===== config.mk =====
export PLATFORM = sky130hd
export DESIGN_NAME = mem_array
export DESIGN_NICKNAME = d
export VERILOG_FILES = /design/src/hdl/mem_array.sv
export SDC_FILE = /design/constraint.sdc
export NUM_CORES = 1
export LEC_CHECK = 0
export BUFFER_PORTS_ARGS = -buffer_cell sky130_fd_sc_hd__buf_2
export CAP_MARGIN = 20
export CORE_MARGIN = 2
export CORE_UTILIZATION = 61
export DETAILED_ROUTE_END_ITERATION = 6
export HOLD_SLACK_MARGIN = 0.03
export PLACE_DENSITY = 0.79
export REMOVE_ABC_BUFFERS = 1
export SLEW_MARGIN = 10
export SYNTH_ARGS = -nofsm -noshare
export SYNTH_HDL_FRONTEND = slang
export SYNTH_SLANG_ARGS = --single-unit

===== constraint.sdc =====
create_clock -name clk -period 4.7 [get_ports clk]
set_input_delay 0.235 -clock clk [delete_from_list [all_inputs] [get_ports clk]]
set_output_delay 0.235 -clock clk [all_outputs]
set_load 0.03 [all_outputs]

===== src/hdl/mem_array.sv =====
// ----------------------------------------------------------------------
// generic storage array, payload type set per instance
// asynchronous read port, synchronous write port
// ----------------------------------------------------------------------
`timescale 1ns/1ps

module mem_array #(
    parameter type entry_t = logic [31:0],
    parameter int  DEPTH   = 16
) (
    input  logic                     clk,
    input  logic                     we,
    input  logic [$clog2(DEPTH)-1:0] waddr,
    input  entry_t                   wdata,
    input  logic [$clog2(DEPTH)-1:0] raddr,
    output entry_t                   rdata
);

    entry_t mem [DEPTH]; // contents undefined until written

    // write lands on the clock edge
    always_ff @(posedge clk) begin
        if (we) begin
            mem[waddr] <= wdata;
        end
    end

    // read is combinational, so a write shows up the cycle after the edge
    assign rdata = mem[raddr];

endmodule


==> metrics.cfg <==
[floorplan]
num_io_pins=74
die_area_um2=32900
row_count=64
die_y_um=181
initial_core_util_pct=62.3
die_width_um=181
core_area_um2=30800

[logic_synthesis]
synth_ff_type=edfxtp_1
synth_area_leaders=edfxtp_1, mux4_2, a22oi_1
synth-warning-count=0
async_flop_share_pct=0
netlist_top_cells_count=edfxtp_1, mux4_2, a22oi_1
synth_area_leader_cell=edfxtp_1
synth_cell_types=17
synth.most_common_cell=edfxtp_1
synth-seq-cells=512
netlist_area_um2=19200
syn_inst=806
yosysTopAreaCellShare_pct=80.0
syn_area_per_cell_um2=23.8
ys_seq_area_share_pct=80.0
synth-edff-count=512

[critical_path]
path_class=input pin to output pin
crit_arrival_ns=2.42
critPathLaunchType=input pin
critPathSlowestCell=clkbuf_8
cp-end-kind=output pin
crit_chain=clkbuf_8 > buf_4 > mux4_2 > a22oi_1 > nand2_1 > buf_2
path_buf_inv=3
cp_max_fo=65
cpPeakStageDelay_ns=0.60
cp.required_ns=4.47
critical-path-top-delay-family=buffers and inverters
critPathLaunch=raddr[0]

[finish]
largest_reg_flops=512
n_fill_cell=1712
layout-drive-gt1-share_pct=32.5
top_regs=mem (512)
design_area_um2=21700
regMostFlops=mem
nNetsFinal=954
syn2layout_area_growth_pct=13.0
postLayoutCoreUtil_pct=70.4

[pwr]
seqPwrFrac_pct=55.3
ir_drop_mv=0.425
power.leakage_nw=6.92
clockPowerShare_pct=39.0
netSwitchingFraction_pct=20.6
power_frac_comb_pct=5.7
power_mw=9.30
internal_power_mw=7.38
switching_power_mw=1.92
power.density_nw_per_um2=428

[clock_tree]
clkTransAtPathRegs_ns=0.07
cts-buffers-inserted=48
cts_root_buf=clkbuf_16
post_cts_buffers=0
cts_hold_buf=0
cts_max_path_buffers=3
cts_max_level=2
cts-resized-gates=0
cts.sinks=512
cts_tree=built

[placed_design]
numPortBuffers=73
dpl_cell_area_um2=20200
gp_congestion=0.722
post-dp-hpwl_um=20300

[global_routing]
antenna_found_initial=0
grt_pass1_wl_um=60600
grt_pass1_vias=9503
use_met3_pct=4.21
met2_usage_pct=44.6
overflow=0
grt.total_usage_pct=25.6
grt_max_degree=66
busiest_layer=met2
globalRouteMet1Util_pct=33.2

[routing]
routedWlPerCell_um=30.4
drtPass1Iterations=7
final_antenna_net_count=0
num_vias=9007
drt_iter0_drc=917
post-route-drc-count=0
via_per_inst=6.69
wl_um=40900

[status]
status=completed

[timing]
finalMaxSlewViolations=0
worst_slew_pin_slew_ns=0.969
finalSetupViolCount=0
fmax_mhz=376
slew_headroom_pct=35.4
period_needed_ns=2.66
tns_ns=0
rsz0062_at_grt=no
period_share_pct=56.6
hold_viol=0

[min_path]
hold_class=input pin to flip-flop
worstHoldStart=wdata[18]

[flow_run]
maxCapViolations=0

==> layer usage <==
metal	wire length (µm)	share of wire, %
met1	14900	37
met5	0	0
met3	3040	7.4
met4	1330	3.3
met2	21600	53
==> path summary, 6_finish.rpt <==
kind,slack [ns],cells past startpoint,endpoint
max,2.04,6,rdata[8]
min,0.05,1,mem[11][18]
==> cell type report <==
type | instances | area [µm²] | share of cell area (%)
clock inverter | 25 | 185 | 0.853
sequential | 512 | 15400 | 70.8
antenna | 1 | 2.50 | 0.0115
timing repair buffer | 99 | 626 | 2.88
tap | 396 | 495 | 2.28
clock buffer | 62 | 1270 | 5.87
multi-input combinational | 251 | 3750 | 17.3
==> kinds of logic (layout without fill, tap and decap cells) <==
| kind of cell | Yosys count | after routing | share of synthesized area (%) |
|---|---|---|---|
| flip-flops | 512 | 512 | 80.0 |
| multiplexers | 128 | 128 | 15.0 |
| AO/OA/AOI/OAI | 64 | 64 | 2.50 |
| AND/OR/NAND/NOR | 59 | 59 | 1.32 |
| buffers and inverters | 43 | 186 | 1.16 |
| other | 0 | 1 | 0 |
==> power by group through the flow <==
stage	Combinational, mW	Clock (mW)	Sequential (mW)
after detailed placement	0.530	0	5.24
after global routing	0.565	3.84	5.15
after floorplan	0.279	0	5.23
after global placement	0.516	0	5.23
after CTS	0.537	3.68	5.14
final	0.530	3.63	5.14
==> cells in the final DEF, fill, tap and decap left out, drive strengths merged <==
| cell | n |
|---|---|
| buf | 98 |
| nor3 | 4 |
| nand3b | 2 |
| a22oi | 64 |
| clkinv | 21 |
| or3b | 1 |
| edfxtp | 512 |
| nand2 | 33 |
| nor2b | 2 |
| and2 | 1 |
| nand3 | 1 |
| clkbuf | 63 |
| nand2b | 2 |
| bufinv | 3 |
| diode | 1 |
| nor2 | 13 |
| mux4 | 128 |
| clkinvlp | 1 |
==> through the flow <==
stage | hold WS (ns) | std cells | setup WS, ns
final | 0.0541 | 1346 | 2.04
after CTS | 0.0390 | 1345 | 1.97
after detailed placement | 0.620 | 1258 | 1.99
after global placement | 0.602 | 1255 | 2.00
after global routing | 0.0597 | 1345 | 1.85
after floorplan | 0.334 | 763 | 1.29
No activity file was read; power rests on OpenSTA's default activity.
