$ cat src/hdl/bus_pkg.sv
// ----------------------------------------------------------------------
// cpu side bus types for the read cache
// access size encoding, data word, request and response structs
// ----------------------------------------------------------------------
package bus_pkg;

    // encoding follows the load/store unit
    typedef enum logic [1:0] {
        SIZE_WORD = 2'b00,
        SIZE_BYTE = 2'b01,
        SIZE_HALF = 2'b10
    } access_size_t;

    typedef logic [31:0] data_t; // one bus word

    // request as presented with rd_req or wr_req
    typedef struct packed {
        logic [31:0]  addr;  // byte address, only low bits decoded
        access_size_t size;
        data_t        wdata; // store data, lane 0 aligned
    } cpu_req_t;

    // read response, qualified by rsp_valid
    typedef struct packed {
        data_t rdata; // zero extended
        logic  miss;  // response came through a line fill
    } cpu_rsp_t;

endpackage

$ cat src/hdl/load_align.sv
// ----------------------------------------------------------------------
// load alignment
// picks the byte or halfword lane and zero extends it
// ----------------------------------------------------------------------
`timescale 1ns/1ps

module load_align
    import bus_pkg::*;
(
    input  data_t        word,     // selected cache or line word
    input  logic [1:0]   byte_sel, // byte offset in the word
    input  access_size_t size,
    output data_t        rdata
);

    logic [7:0]  byte_lane;
    logic [15:0] half_lane;

    // byte lane from the full offset
    assign byte_lane = word[8*byte_sel +: 8];

    // halfwords are even aligned, bit 1 picks upper or lower
    assign half_lane = word[16*byte_sel[1] +: 16];

    always_comb begin
        case (size)
            SIZE_BYTE: begin
                rdata = {24'b0, byte_lane};
            end
            SIZE_HALF: begin
                rdata = {16'b0, half_lane};
            end
            default: begin
                rdata = word; // full word, offset ignored
            end
        endcase
    end

endmodule

$ cat config.mk
export PLATFORM = sky130hd
export DESIGN_NAME = load_align
export DESIGN_NICKNAME = d
export VERILOG_FILES = /design/src/hdl/bus_pkg.sv /design/src/hdl/load_align.sv
export SDC_FILE = /design/constraint.sdc
export NUM_CORES = 1
export LEC_CHECK = 0
export BUFFER_PORTS_ARGS = -buffer_cell sky130_fd_sc_hd__buf_4
export CAP_MARGIN = 15
export CORE_MARGIN = 2
export CORE_UTILIZATION = 34
export DETAILED_ROUTE_END_ITERATION = 7
export MAX_ROUTING_LAYER = met4
export PLACE_DENSITY = 0.85
export SETUP_SLACK_MARGIN = 0.15
export SYNTH_ARGS = -nofsm -noshare
export SYNTH_HDL_FRONTEND = slang
export SYNTH_SLANG_ARGS = --single-unit
$ cat constraint.sdc
create_clock -name vclk -period 1.3
set_clock_uncertainty 0.1 [all_clocks]
set_input_delay 0.13 -clock vclk [all_inputs]
set_output_delay 0.13 -clock vclk [all_outputs]
set_load 0.05 [all_outputs]
==> impl_metrics.toml <==
[global_routing]
overflow = 0
use_met2 = 0.584
busiest_layer = "met2"
grt_use_met3 = 0.0189
grt_max_degree = 13
use_met1 = 0.362
grt_pass1_vias = 1011
grt_antenna_before_repair = 0
grt_usage = 0.307
grt_pass1_wl_microns = 4840

[floorplan]
rows = 15
pin_count = 68
fp.dieH_microns = 47.5
dieArea_sq_um = 2260
start_util = 0.368
die_w_microns = 47.5
core_sq_um = 1750

[route]
drtPass1Iterations = 4
wl_per_cell_microns = 17.1
drc_errors = 0
vias = 1026
drt-initial-drc-count = 34
ant_nets = 0
routed_wl_microns = 3170
routed_via_density = 5.52

[finish]
numSequentialCells = 0
register_area_sq_um = 0
n_clock_buffer = 0
antenna_cells = 0
drive_above_1_share = 0.826
fill_cells = 82
final_nets = 201
fin_cells = 186
mostFrequentLayoutCells = "60 x buf_4, 16 x and2_4, 15 x buf_6, 12 x a22o_1, 11 x buf_8"
final_common_cell = "buf_4"
area_growth_pct = 144

[setup_path]
cp-startpoint = "size[0]"
worst-setup-path-type = "in -> out"
end_kind = "output port"
worstPathArrival_ps = 1480
critPathRequiredTime_ps = 1070
path_max_fanout = 7
startpoint_type = "input pin"

[sta]
setup_ws_ps = -408
worst_pin_slew_ps = 326
finalCriticalPeriod_ps = 1710
final-hold-violation-count = 0
relSlewSlack = 0.782
rsz0062_at_grt = "yes"
whs_ps = 491
max_freq_mhz = 585
setup_viol = 22
slew_viol_final = 0
fin_crit_sh = 1.31

[pwr]
total_power_mw = 1.08
pwr-share-seq = 0
p_sw_frac = 0.541
ir_worst_vdd_mv = 0.440
internal_power_mw = 0.494
power_frac_comb = 1.000
power.leakage_nw = 0.808
pwr-share-clk = 0
power.switching_mw = 0.583
p_per_area_nw_per_um2 = 686

[run_status]
violations = "negative setup slack"
status = "finished with violations"

[logic_synthesis]
syn_avg_cell_area_sq_um = 7.94
synthCells = 81
ys_types = 23
synth_seq_area_share = 0
synth.net_count = 119
syn_area_sq_um = 643
yosys_warnings = 0

[place]
dp_hpwl_microns = 2210
globalplace.congestion = 0.772
place_inst = 185
port-buffer-count = 68

[hold_path]
hp-start = "word[2]"
hold_depth = 3
min_to = "rdata[2]"
min_path_type = "in -> out"

[clock_tree]
post-cts-setup-buffers = 0

[run]
cap_violations = 0
==> logic make-up after synthesis <==
family / Yosys count / synth area share
AOI/OAI and AO/OA: 31 / 0.430
adders and majority gates: 2 / 0.0389
and+or+nand+nor: 29 / 0.290
muxes: 8 / 0.140
buffers and inverters: 11 / 0.101
==> metal layers <==
metal	vias up	share of wire
li1	476	-
met1	498	0.38
met2	48	0.54
met3	4	0.070
met4	0	0.0091
met5	-	0
==> critical path, cell delays in order <==
cell and delay [ps]:
buf_8 90, inv_8 30, ha_4 280, and2b_4 220, a32o_1 250, a221o_2 320, buf_8 160
==> through the flow <==
step / TNS, ps / setup slack (ps) / utilization / cell area [sq um]
floorplan: -3130 / -288 / - / 782
global placement: -6860 / -546 / 0.804 / 1400
detailed placement: -7480 / -578 / 0.804 / 1400
CTS: -5450 / -409 / 0.897 / 1570
global route: -6040 / -441 / 0.900 / 1570
finish: -5230 / -408 / 0.900 / 1570
==> cell usage after synthesis, types with 2 or more instances <==
cell,instances,share of area
a211o_1,4,0.054
a221o_1,4,0.062
a22o_1,20,0.27
and2_1,16,0.16
and3_1,4,0.039
buf_4,2,0.023
buf_6,2,0.035
clkbuf_1,2,0.012
ha_1,2,0.039
inv_1,4,0.023
mux2_2,4,0.070
mux2i_1,3,0.047
nor2_1,4,0.023
==> repair_timing <==
| item | in CTS | in global routing |
|---|---|---|
| cloned | 1 | 0 |
| gates resized for setup | 41 | 2 |
| hold endpoints to repair | 0 | 0 |
| endpoints found under the setup margin | 32 | 32 |
| pin swaps | 11 | 3 |
| hold buffers | 0 | 0 |
==> final cells by class <==
type / instances / area, sq um / share of cell area
Inverter: 4 / 22.5 / 0.0143
Tap cell: 25 / 31.3 / 0.0199
Multi-Input combinational cell: 71 / 732 / 0.466
Timing Repair Buffer: 86 / 785 / 0.500
==> power by group through the flow <==
| stage | combinational [mW] | sequential [mW] | clock (mW) |
|---|---|---|---|
| after floorplan | 0.643 | 0 | 0 |
| after global placement | 0.938 | 0 | 0 |
| after detailed placement | 0.953 | 0 | 0 |
| after CTS | 1.06 | 0 | 0 |
| after global routing | 1.12 | 0 | 0 |
| final | 1.08 | 0 | 0 |
==> worst max path at each step <==
stage | slack, ps | endpoint
4_1_cts | -410 | rdata[6]
3_3_place_gp | -550 | rdata[1]
2_1_floorplan | -290 | rdata[6]
6_report | -410 | rdata[6]
5_1_grt | -440 | rdata[6]
3_5_place_dp | -580 | rdata[6]
No activity file was read; power rests on OpenSTA's default activity.
