[config.mk]
export PLATFORM = sky130hd
export DESIGN_NAME = store_merge
export DESIGN_NICKNAME = d
export VERILOG_FILES = /design/src/hdl/bus_pkg.sv /design/src/hdl/cache_pkg.sv /design/src/hdl/store_merge.sv
export SDC_FILE = /design/constraint.sdc
export NUM_CORES = 1
export LEC_CHECK = 0
export CAP_MARGIN = 20
export CORE_AREA = 2 2 151 153
export DETAILED_ROUTE_END_ITERATION = 10
export DIE_AREA = 0 0 153 155
export DONT_BUFFER_PORTS = 1
export GPL_TIMING_DRIVEN = 1
export PLACE_DENSITY = 0.3
export SLEW_MARGIN = 30
export SYNTH_ARGS = -nofsm -noshare
export SYNTH_HDL_FRONTEND = slang
export SYNTH_SLANG_ARGS = --single-unit
[constraint.sdc]
create_clock -name vclk -period 2.2
set_input_delay 0.44 -clock vclk [all_inputs]
set_output_delay 0.44 -clock vclk [all_outputs]
set_load 0.05 [all_outputs]
[src/hdl/bus_pkg.sv]
// ----------------------------------------------------------------------
// cpu side bus types for the read cache
// access size encoding, data word, request and response structs
// ----------------------------------------------------------------------
package bus_pkg;

    // encoding follows the load/store unit
    typedef enum logic [1:0] {
        SIZE_WORD = 2'b00,
        SIZE_BYTE = 2'b01,
        SIZE_HALF = 2'b10
    } access_size_t;

    typedef logic [31:0] data_t; // one bus word

    // request as presented with rd_req or wr_req
    typedef struct packed {
        logic [31:0]  addr;  // byte address, only low bits decoded
        access_size_t size;
        data_t        wdata; // store data, lane 0 aligned
    } cpu_req_t;

    // read response, qualified by rsp_valid
    typedef struct packed {
        data_t rdata; // zero extended
        logic  miss;  // response came through a line fill
    } cpu_rsp_t;

endpackage

[src/hdl/cache_pkg.sv]
// ----------------------------------------------------------------------
// cache geometry and internal types
// line layout, fill state encoding and byte lane enables
// ----------------------------------------------------------------------
package cache_pkg;

    import bus_pkg::*;

    localparam int WORDS_PER_LINE = 4;
    localparam int OFFSET_BITS    = 2; // word within line
    localparam int BYTE_BITS      = 2; // byte within word

    // word 0 sits in the low bits of the line
    typedef data_t [WORDS_PER_LINE-1:0] line_data_t;

    // miss handling states
    typedef enum logic [1:0] {
        ST_IDLE    = 2'd0,
        ST_FILL    = 2'd1, // one ram word per clock
        ST_RESPOND = 2'd2  // line written, send response
    } fill_state_t;

    typedef logic [3:0] byte_en_t; // one bit per byte lane

endpackage

[src/hdl/store_merge.sv]
// ----------------------------------------------------------------------
// store merge
// builds byte enables and merges store data into the ram word
// and into the addressed word of a cached line
// ----------------------------------------------------------------------
`timescale 1ns/1ps

module store_merge
    import bus_pkg::*;
    import cache_pkg::*;
(
    input  data_t      old_word,   // current ram word
    input  line_data_t old_line,   // current cached line of the set
    input  cpu_req_t   req,
    output data_t      ram_wdata,
    output line_data_t line_wdata
);

    byte_en_t               be;
    data_t                  wdata_rep; // store data copied onto every lane
    data_t                  line_word;
    logic [BYTE_BITS-1:0]   byte_sel;
    logic [OFFSET_BITS-1:0] word_sel;

    assign byte_sel = req.addr[BYTE_BITS-1:0];
    assign word_sel = req.addr[BYTE_BITS +: OFFSET_BITS];

    always_comb begin
        case (req.size)
            SIZE_BYTE: begin
                be        = byte_en_t'(4'b0001 << byte_sel);
                wdata_rep = {4{req.wdata[7:0]}};
            end
            SIZE_HALF: begin
                be        = byte_en_t'(4'b0011 << byte_sel); // even offsets only
                wdata_rep = {2{req.wdata[15:0]}};
            end
            default: begin
                be        = 4'b1111;
                wdata_rep = req.wdata;
            end
        endcase
    end

    // only enabled lanes change
    always_comb begin
        ram_wdata = old_word;
        line_word = old_line[word_sel];
        for (int i = 0; i < $bits(byte_en_t); i++) begin
            if (be[i]) begin
                ram_wdata[8*i +: 8] = wdata_rep[8*i +: 8];
                line_word[8*i +: 8] = wdata_rep[8*i +: 8];
            end
        end
        line_wdata           = old_line;
        line_wdata[word_sel] = line_word;
    end

endmodule

==> impl_metrics.json, run 1 <==
{
  "internal_power_mw": 0.881,
  "drc": 0,
  "fin_ws_ns": -0.0928,
  "global_route.usage.met3_pct": 1.73,
  "power.share.clock_pct": 0,
  "cellPowerDensity_nw_per_um2": 487,
  "critPathLaunchType": "primary input",
  "syn_area_um2": 2420,
  "hp-class": "in2out",
  "grt_antenna_before_repair": 1,
  "firstDrtPassIters": 4,
  "p_seq_share_pct": 0,
  "syn_nets": 512,
  "max_freq_mhz": 436,
  "grt.busiest_layer": "met2",
  "synth_compound_area_share_pct": 43.9,
  "hold_viol": 0,
  "critPathMaxFanout": 5,
  "n_clock_buffer": 0,
  "avgSynthCellArea_um2": 8.52,
  "nets": 586,
  "p_leak_nw": 2.20,
  "final_cell_mix": "75 x mux2_4, 54 x a22o_4, 45 x buf_4",
  "grt_overflow": 0,
  "place_ws_ns": -0.268,
  "muxShareOfSynthArea_pct": 41.9,
  "grt_pass1_vias": 3250,
  "slew_viol_final": 0,
  "rsz0062_at_grt": "yes",
  "synth_xor_area_share_pct": 0,
  "dieArea_um2": 23700,
  "grt_pass1_wl_mm": 21.9,
  "drt-total-wl_mm": 16.3,
  "violations": "setup timing",
  "hold_ws_ns": 1.06,
  "synth_fa_ha_area_share_pct": 1.03,
  "die_width_um": 153,
  "ioPinCount": 386,
  "vias": 2994,
  "via_per_inst": 4.66,
  "synth_top_family_by_area": "compound AO/OA/AOI/OAI gates",
  "seq_area_um2": 0,
  "area_delta_synth_final_pct": 111,
  "yosysWarnings": 0,
  "slew_headroom_pct": 75.1,
  "use_met1_pct": 13.2,
  "crit_family": "compound AO/OA/AOI/OAI gates",
  "fp.dieH_um": 155,
  "drtIter0Drc": 78,
  "dp_hpwl_mm": 13.4,
  "port_buffers": 0,
  "drive_above_1_share_pct": 89.3,
  "avgRoutedWirePerCell_um": 25.4,
  "final_common_cell": "mux2_4",
  "maxCapViolations": 0,
  "worstPathArrival_ns": 1.85,
  "met2_usage_pct": 24.6,
  "period_needed_ns": 2.29,
  "place_congestion": 0.774,
  "critPathBufInv": 2,
  "setup-violations-final": 46,
  "n_sequential_cell": 0,
  "synth_seq_area_share_pct": 0,
  "start_util_pct": 10.9,
  "cp-end-kind": "primary output",
  "power_switching_mw": 1.61,
  "vdd_drop_max_v": 0.000167,
  "num_rows": 55,
  "ant_nets": 0,
  "finalCritPeriodShare_pct": 104,
  "critPathMaxStageDelay_ns": 0.45,
  "grtUsageTotal_pct": 12.2,
  "grt_max_degree": 17,
  "path_cells": "clkinv_8 > ha_4 > nand3b_4 > a311oi_4 > buf_6 > mux2_4",
  "synthSimpleGateAreaFrac_pct": 7.60,
  "power_frac_comb_pct": 100.0,
  "critPathSlowestCell": "a311oi_4",
  "ctsHoldBuffers": 0,
  "switching_share_pct": 64.6,
  "coreArea_um2": 22200,
  "required_ns": 1.76,
  "outcome": "complete, but fails checks",
  "fillers": 2288,
  "netlist_instances": 284,
  "worst_pin_slew_ns": 0.374,
  "ys_types": 29,
  "crit_type": "in2out"
}
-- power groups by stage --
stage                     Sequential, mW     Clock, mW  Combinational [mW]
after floorplan                        0             0                1.76
after global placement                 0             0                2.21
after detailed placement               0             0                2.22
after CTS                              0             0                2.43
after global routing                   0  0.0000000607                2.57
final                                  0  0.0000000608                2.49
-- cell usage after synthesis --
cell type / count / share of area [%]
nand3_1: 1 / 0.21
nand2b_4: 1 / 0.57
and2_1: 1 / 0.26
o21ai_2: 5 / 1.8
nand2_1: 26 / 4.0
or2_2: 1 / 0.26
a22o_1: 58 / 21
mux2_2: 90 / 42
o21a_1: 1 / 0.31
a311oi_4: 4 / 4.3
o21bai_2: 1 / 0.47
clkinv_1: 1 / 0.15
o21ba_2: 1 / 0.41
nor2b_1: 3 / 0.78
buf_2: 9 / 1.9
ha_1: 2 / 1.0
buf_6: 2 / 0.93
o31ai_1: 14 / 4.3
buf_4: 1 / 0.31
o21ai_1: 4 / 0.83
nand3b_4: 1 / 0.83
nor2_2: 2 / 0.52
inv_1: 4 / 0.62
clkbuf_1: 11 / 1.7
nor2_1: 1 / 0.15
o21bai_1: 1 / 0.31
o21ai_0: 16 / 3.3
a22oi_1: 8 / 2.5
a21o_1: 14 / 4.3
-- final cells by class --
class                           instances  area (µm²)  area share, %
Inverter                                5        43.8          0.856
Antenna cell                            1        2.50         0.0489
Multi-Input combinational cell        256        3490           68.3
Tap cell                              285         357           6.97
Timing Repair Buffer                   95        1220           23.8
-- layer usage --
layer	wire length, µm	vias up
met5	0	-
met4	485	0
met3	1050	20
met2	8800	233
met1	5940	1442
li1	-	1299
-- final timing paths --
check                    start             end  depth (start not counted)
setup / recovery       req[32]  line_wdata[81]                          6
hold / removal    old_word[12]   ram_wdata[12]                          1
-- logic make-up (layout without fill, tap and decap cells) --
family	after synthesis	after routing
compound gates	127	127
mux	90	90
simple gates	37	37
buf+inv	28	100
fa+ha+maj	2	2
other cells	0	1
-- through the flow --
stage / area, µm² / util (%) / std cells / total power [mW] / TNS, ns
floorplan: 3000 / - / 284 / 1.76 / -6.33
global placement: 4230 / 19.0 / 629 / 2.21 / -17.79
detailed placement: 4230 / 19.0 / 629 / 2.22 / -21.22
CTS: 4880 / 22.0 / 637 / 2.43 / -3.70
global route: 5110 / 23.0 / 642 / 2.57 / -5.54
finish: 5110 / 23.0 / 642 / 2.49 / -2.31
-- repair_timing --
item                       CTS  global route
setup endpoints to repair  157           110
pin swaps                   22            15
gates resized for setup    121            45
gates cloned                 1             0
setup buffers                7             6
Note: power is estimated with default switching activity, not from simulation.
==> run 2, diff against run 1 <==
Clock period 2.2 ns to 2.3 ns, I/O delays scaled along.
==> impl_metrics.json, run 2 (synthesized netlist as in run 1, its figures left out) <==
{
  "outcome": "complete, but fails checks",
  "violations": "setup timing",
  "drc": 0,
  "finalCritPeriodShare_pct": 101,
  "seq_area_um2": 0,
  "via_per_inst": 4.60,
  "vias": 2955,
  "fin_ws_ns": -0.0263,
  "slew_viol_final": 0,
  "num_rows": 55,
  "avgRoutedWirePerCell_um": 26.2,
  "hold_viol": 0,
  "maxCapViolations": 0,
  "final_cell_mix": "61 x mux2_4, 56 x a22o_4, 46 x buf_4",
  "place_area_um2": 4180,
  "p_leak_nw": 2.13,
  "grt_overflow": 0,
  "grt_max_degree": 18,
  "firstDrtPassIters": 4,
  "dieArea_um2": 23700,
  "crit_family": "compound AO/OA/AOI/OAI gates",
  "rsz0062_at_grt": "yes",
  "nets": 586,
  "n_sequential_cell": 0,
  "place_congestion": 0.779,
  "critPathSlowestCell": "a311oi_4",
  "fillers": 2331,
  "final_common_cell": "mux2_4",
  "grt_pass1_wl_mm": 22.5,
  "critPathMaxStageDelay_ns": 0.40,
  "ctsHoldBuffers": 0,
  "grtUsageTotal_pct": 12.8,
  "crit_type": "in2out",
  "max_freq_mhz": 430,
  "dp_hpwl_mm": 13.6,
  "drt-total-wl_mm": 16.9,
  "critPathLaunchType": "primary input",
  "die_width_um": 153,
  "required_ns": 1.84,
  "worstPathArrival_ns": 1.87,
  "period_needed_ns": 2.33,
  "cellPowerDensity_nw_per_um2": 473,
  "ioPinCount": 386,
  "worst_pin_slew_ns": 0.570,
  "path_cells": "inv_8 > ha_4 > nand3b_4 > a311oi_4 > buf_12 > mux2_4",
  "setup_tns_ns": -0.264,
  "cp-end-kind": "primary output",
  "start_util_pct": 10.9,
  "critPathBufInv": 2,
  "critPathMaxFanout": 8,
  "hp-class": "in2out",
  "fp.dieH_um": 155,
  "port_buffers": 0,
  "finalInstanceArea_um2": 5090,
  "area_delta_synth_final_pct": 110,
  "ant_nets": 0,
  "grt_antenna_before_repair": 2,
  "drtIter0Drc": 87,
  "multi_input_area_um2": 3430,
  "setup-violations-final": 22,
  "grt_pass1_vias": 3234,
  "coreArea_um2": 22200,
  "n_clock_buffer": 0,
  "vdd_drop_max_v": 0.000174,
  "slew_headroom_pct": 61.8,
  "drive_above_1_share_pct": 87.4
}
==> run 2: final cells by class <==
cell class	count	area share, %
repair buffers	95	24.8
multi-input cells	256	67.4
inverters	5	0.663
well taps	285	7.00
diodes	2	0.0983
==> run 2: worst paths after layout <==
path,start,to,slack [ns],depth (start not counted)
worst min-delay path,old_word[11],ram_wdata[11],1.10,1
worst max-delay path,req[32],line_wdata[112],-0.03,6
==> run 2: power breakdown <==
part / total (mW) / switching [mW] / internal (mW) / leakage [nW]
clock: 0.000000116 / 0 / 0.000000116 / 0.0000127
combinational: 2.41 / 1.55 / 0.856 / 2.13
sequential: 0 / 0 / 0 / 0
total: 2.41 / 1.55 / 0.856 / 2.13
==> run 2: through the flow <==
| step | worst slack, ns | util, % | hold WS, ns | instances | power, mW |
|---|---|---|---|---|---|
| after floorplan | -0.156 | - | 1.10 | 284 | 1.69 |
| after CTS | -0.112 | 22.0 | 1.10 | 634 | 2.36 |
| final | -0.0263 | 22.9 | 1.10 | 643 | 2.41 |
| after global routing | -0.0743 | 22.9 | 1.10 | 643 | 2.49 |
| after detailed placement | -0.351 | 18.8 | 1.10 | 617 | 2.14 |
| after global placement | -0.301 | 18.8 | 1.10 | 617 | 2.14 |
==> run 2: routing by layer <==
layer  part of all wire [%]  track usage (%)  vias up
li1                       -                -     1296
met2                     54             26.5      229
met4                    1.8             2.16        0
met3                    7.2             2.12       16
met1                     37             13.6     1414
met5                      0                0        -
==> run 2: what timing repair did <==
item,4_1_cts,5_1_grt
endpoints found under the setup margin,154,91
cloned,3,1
gates resized for setup,103,38
setup buffers,14,14
pin swaps,24,23
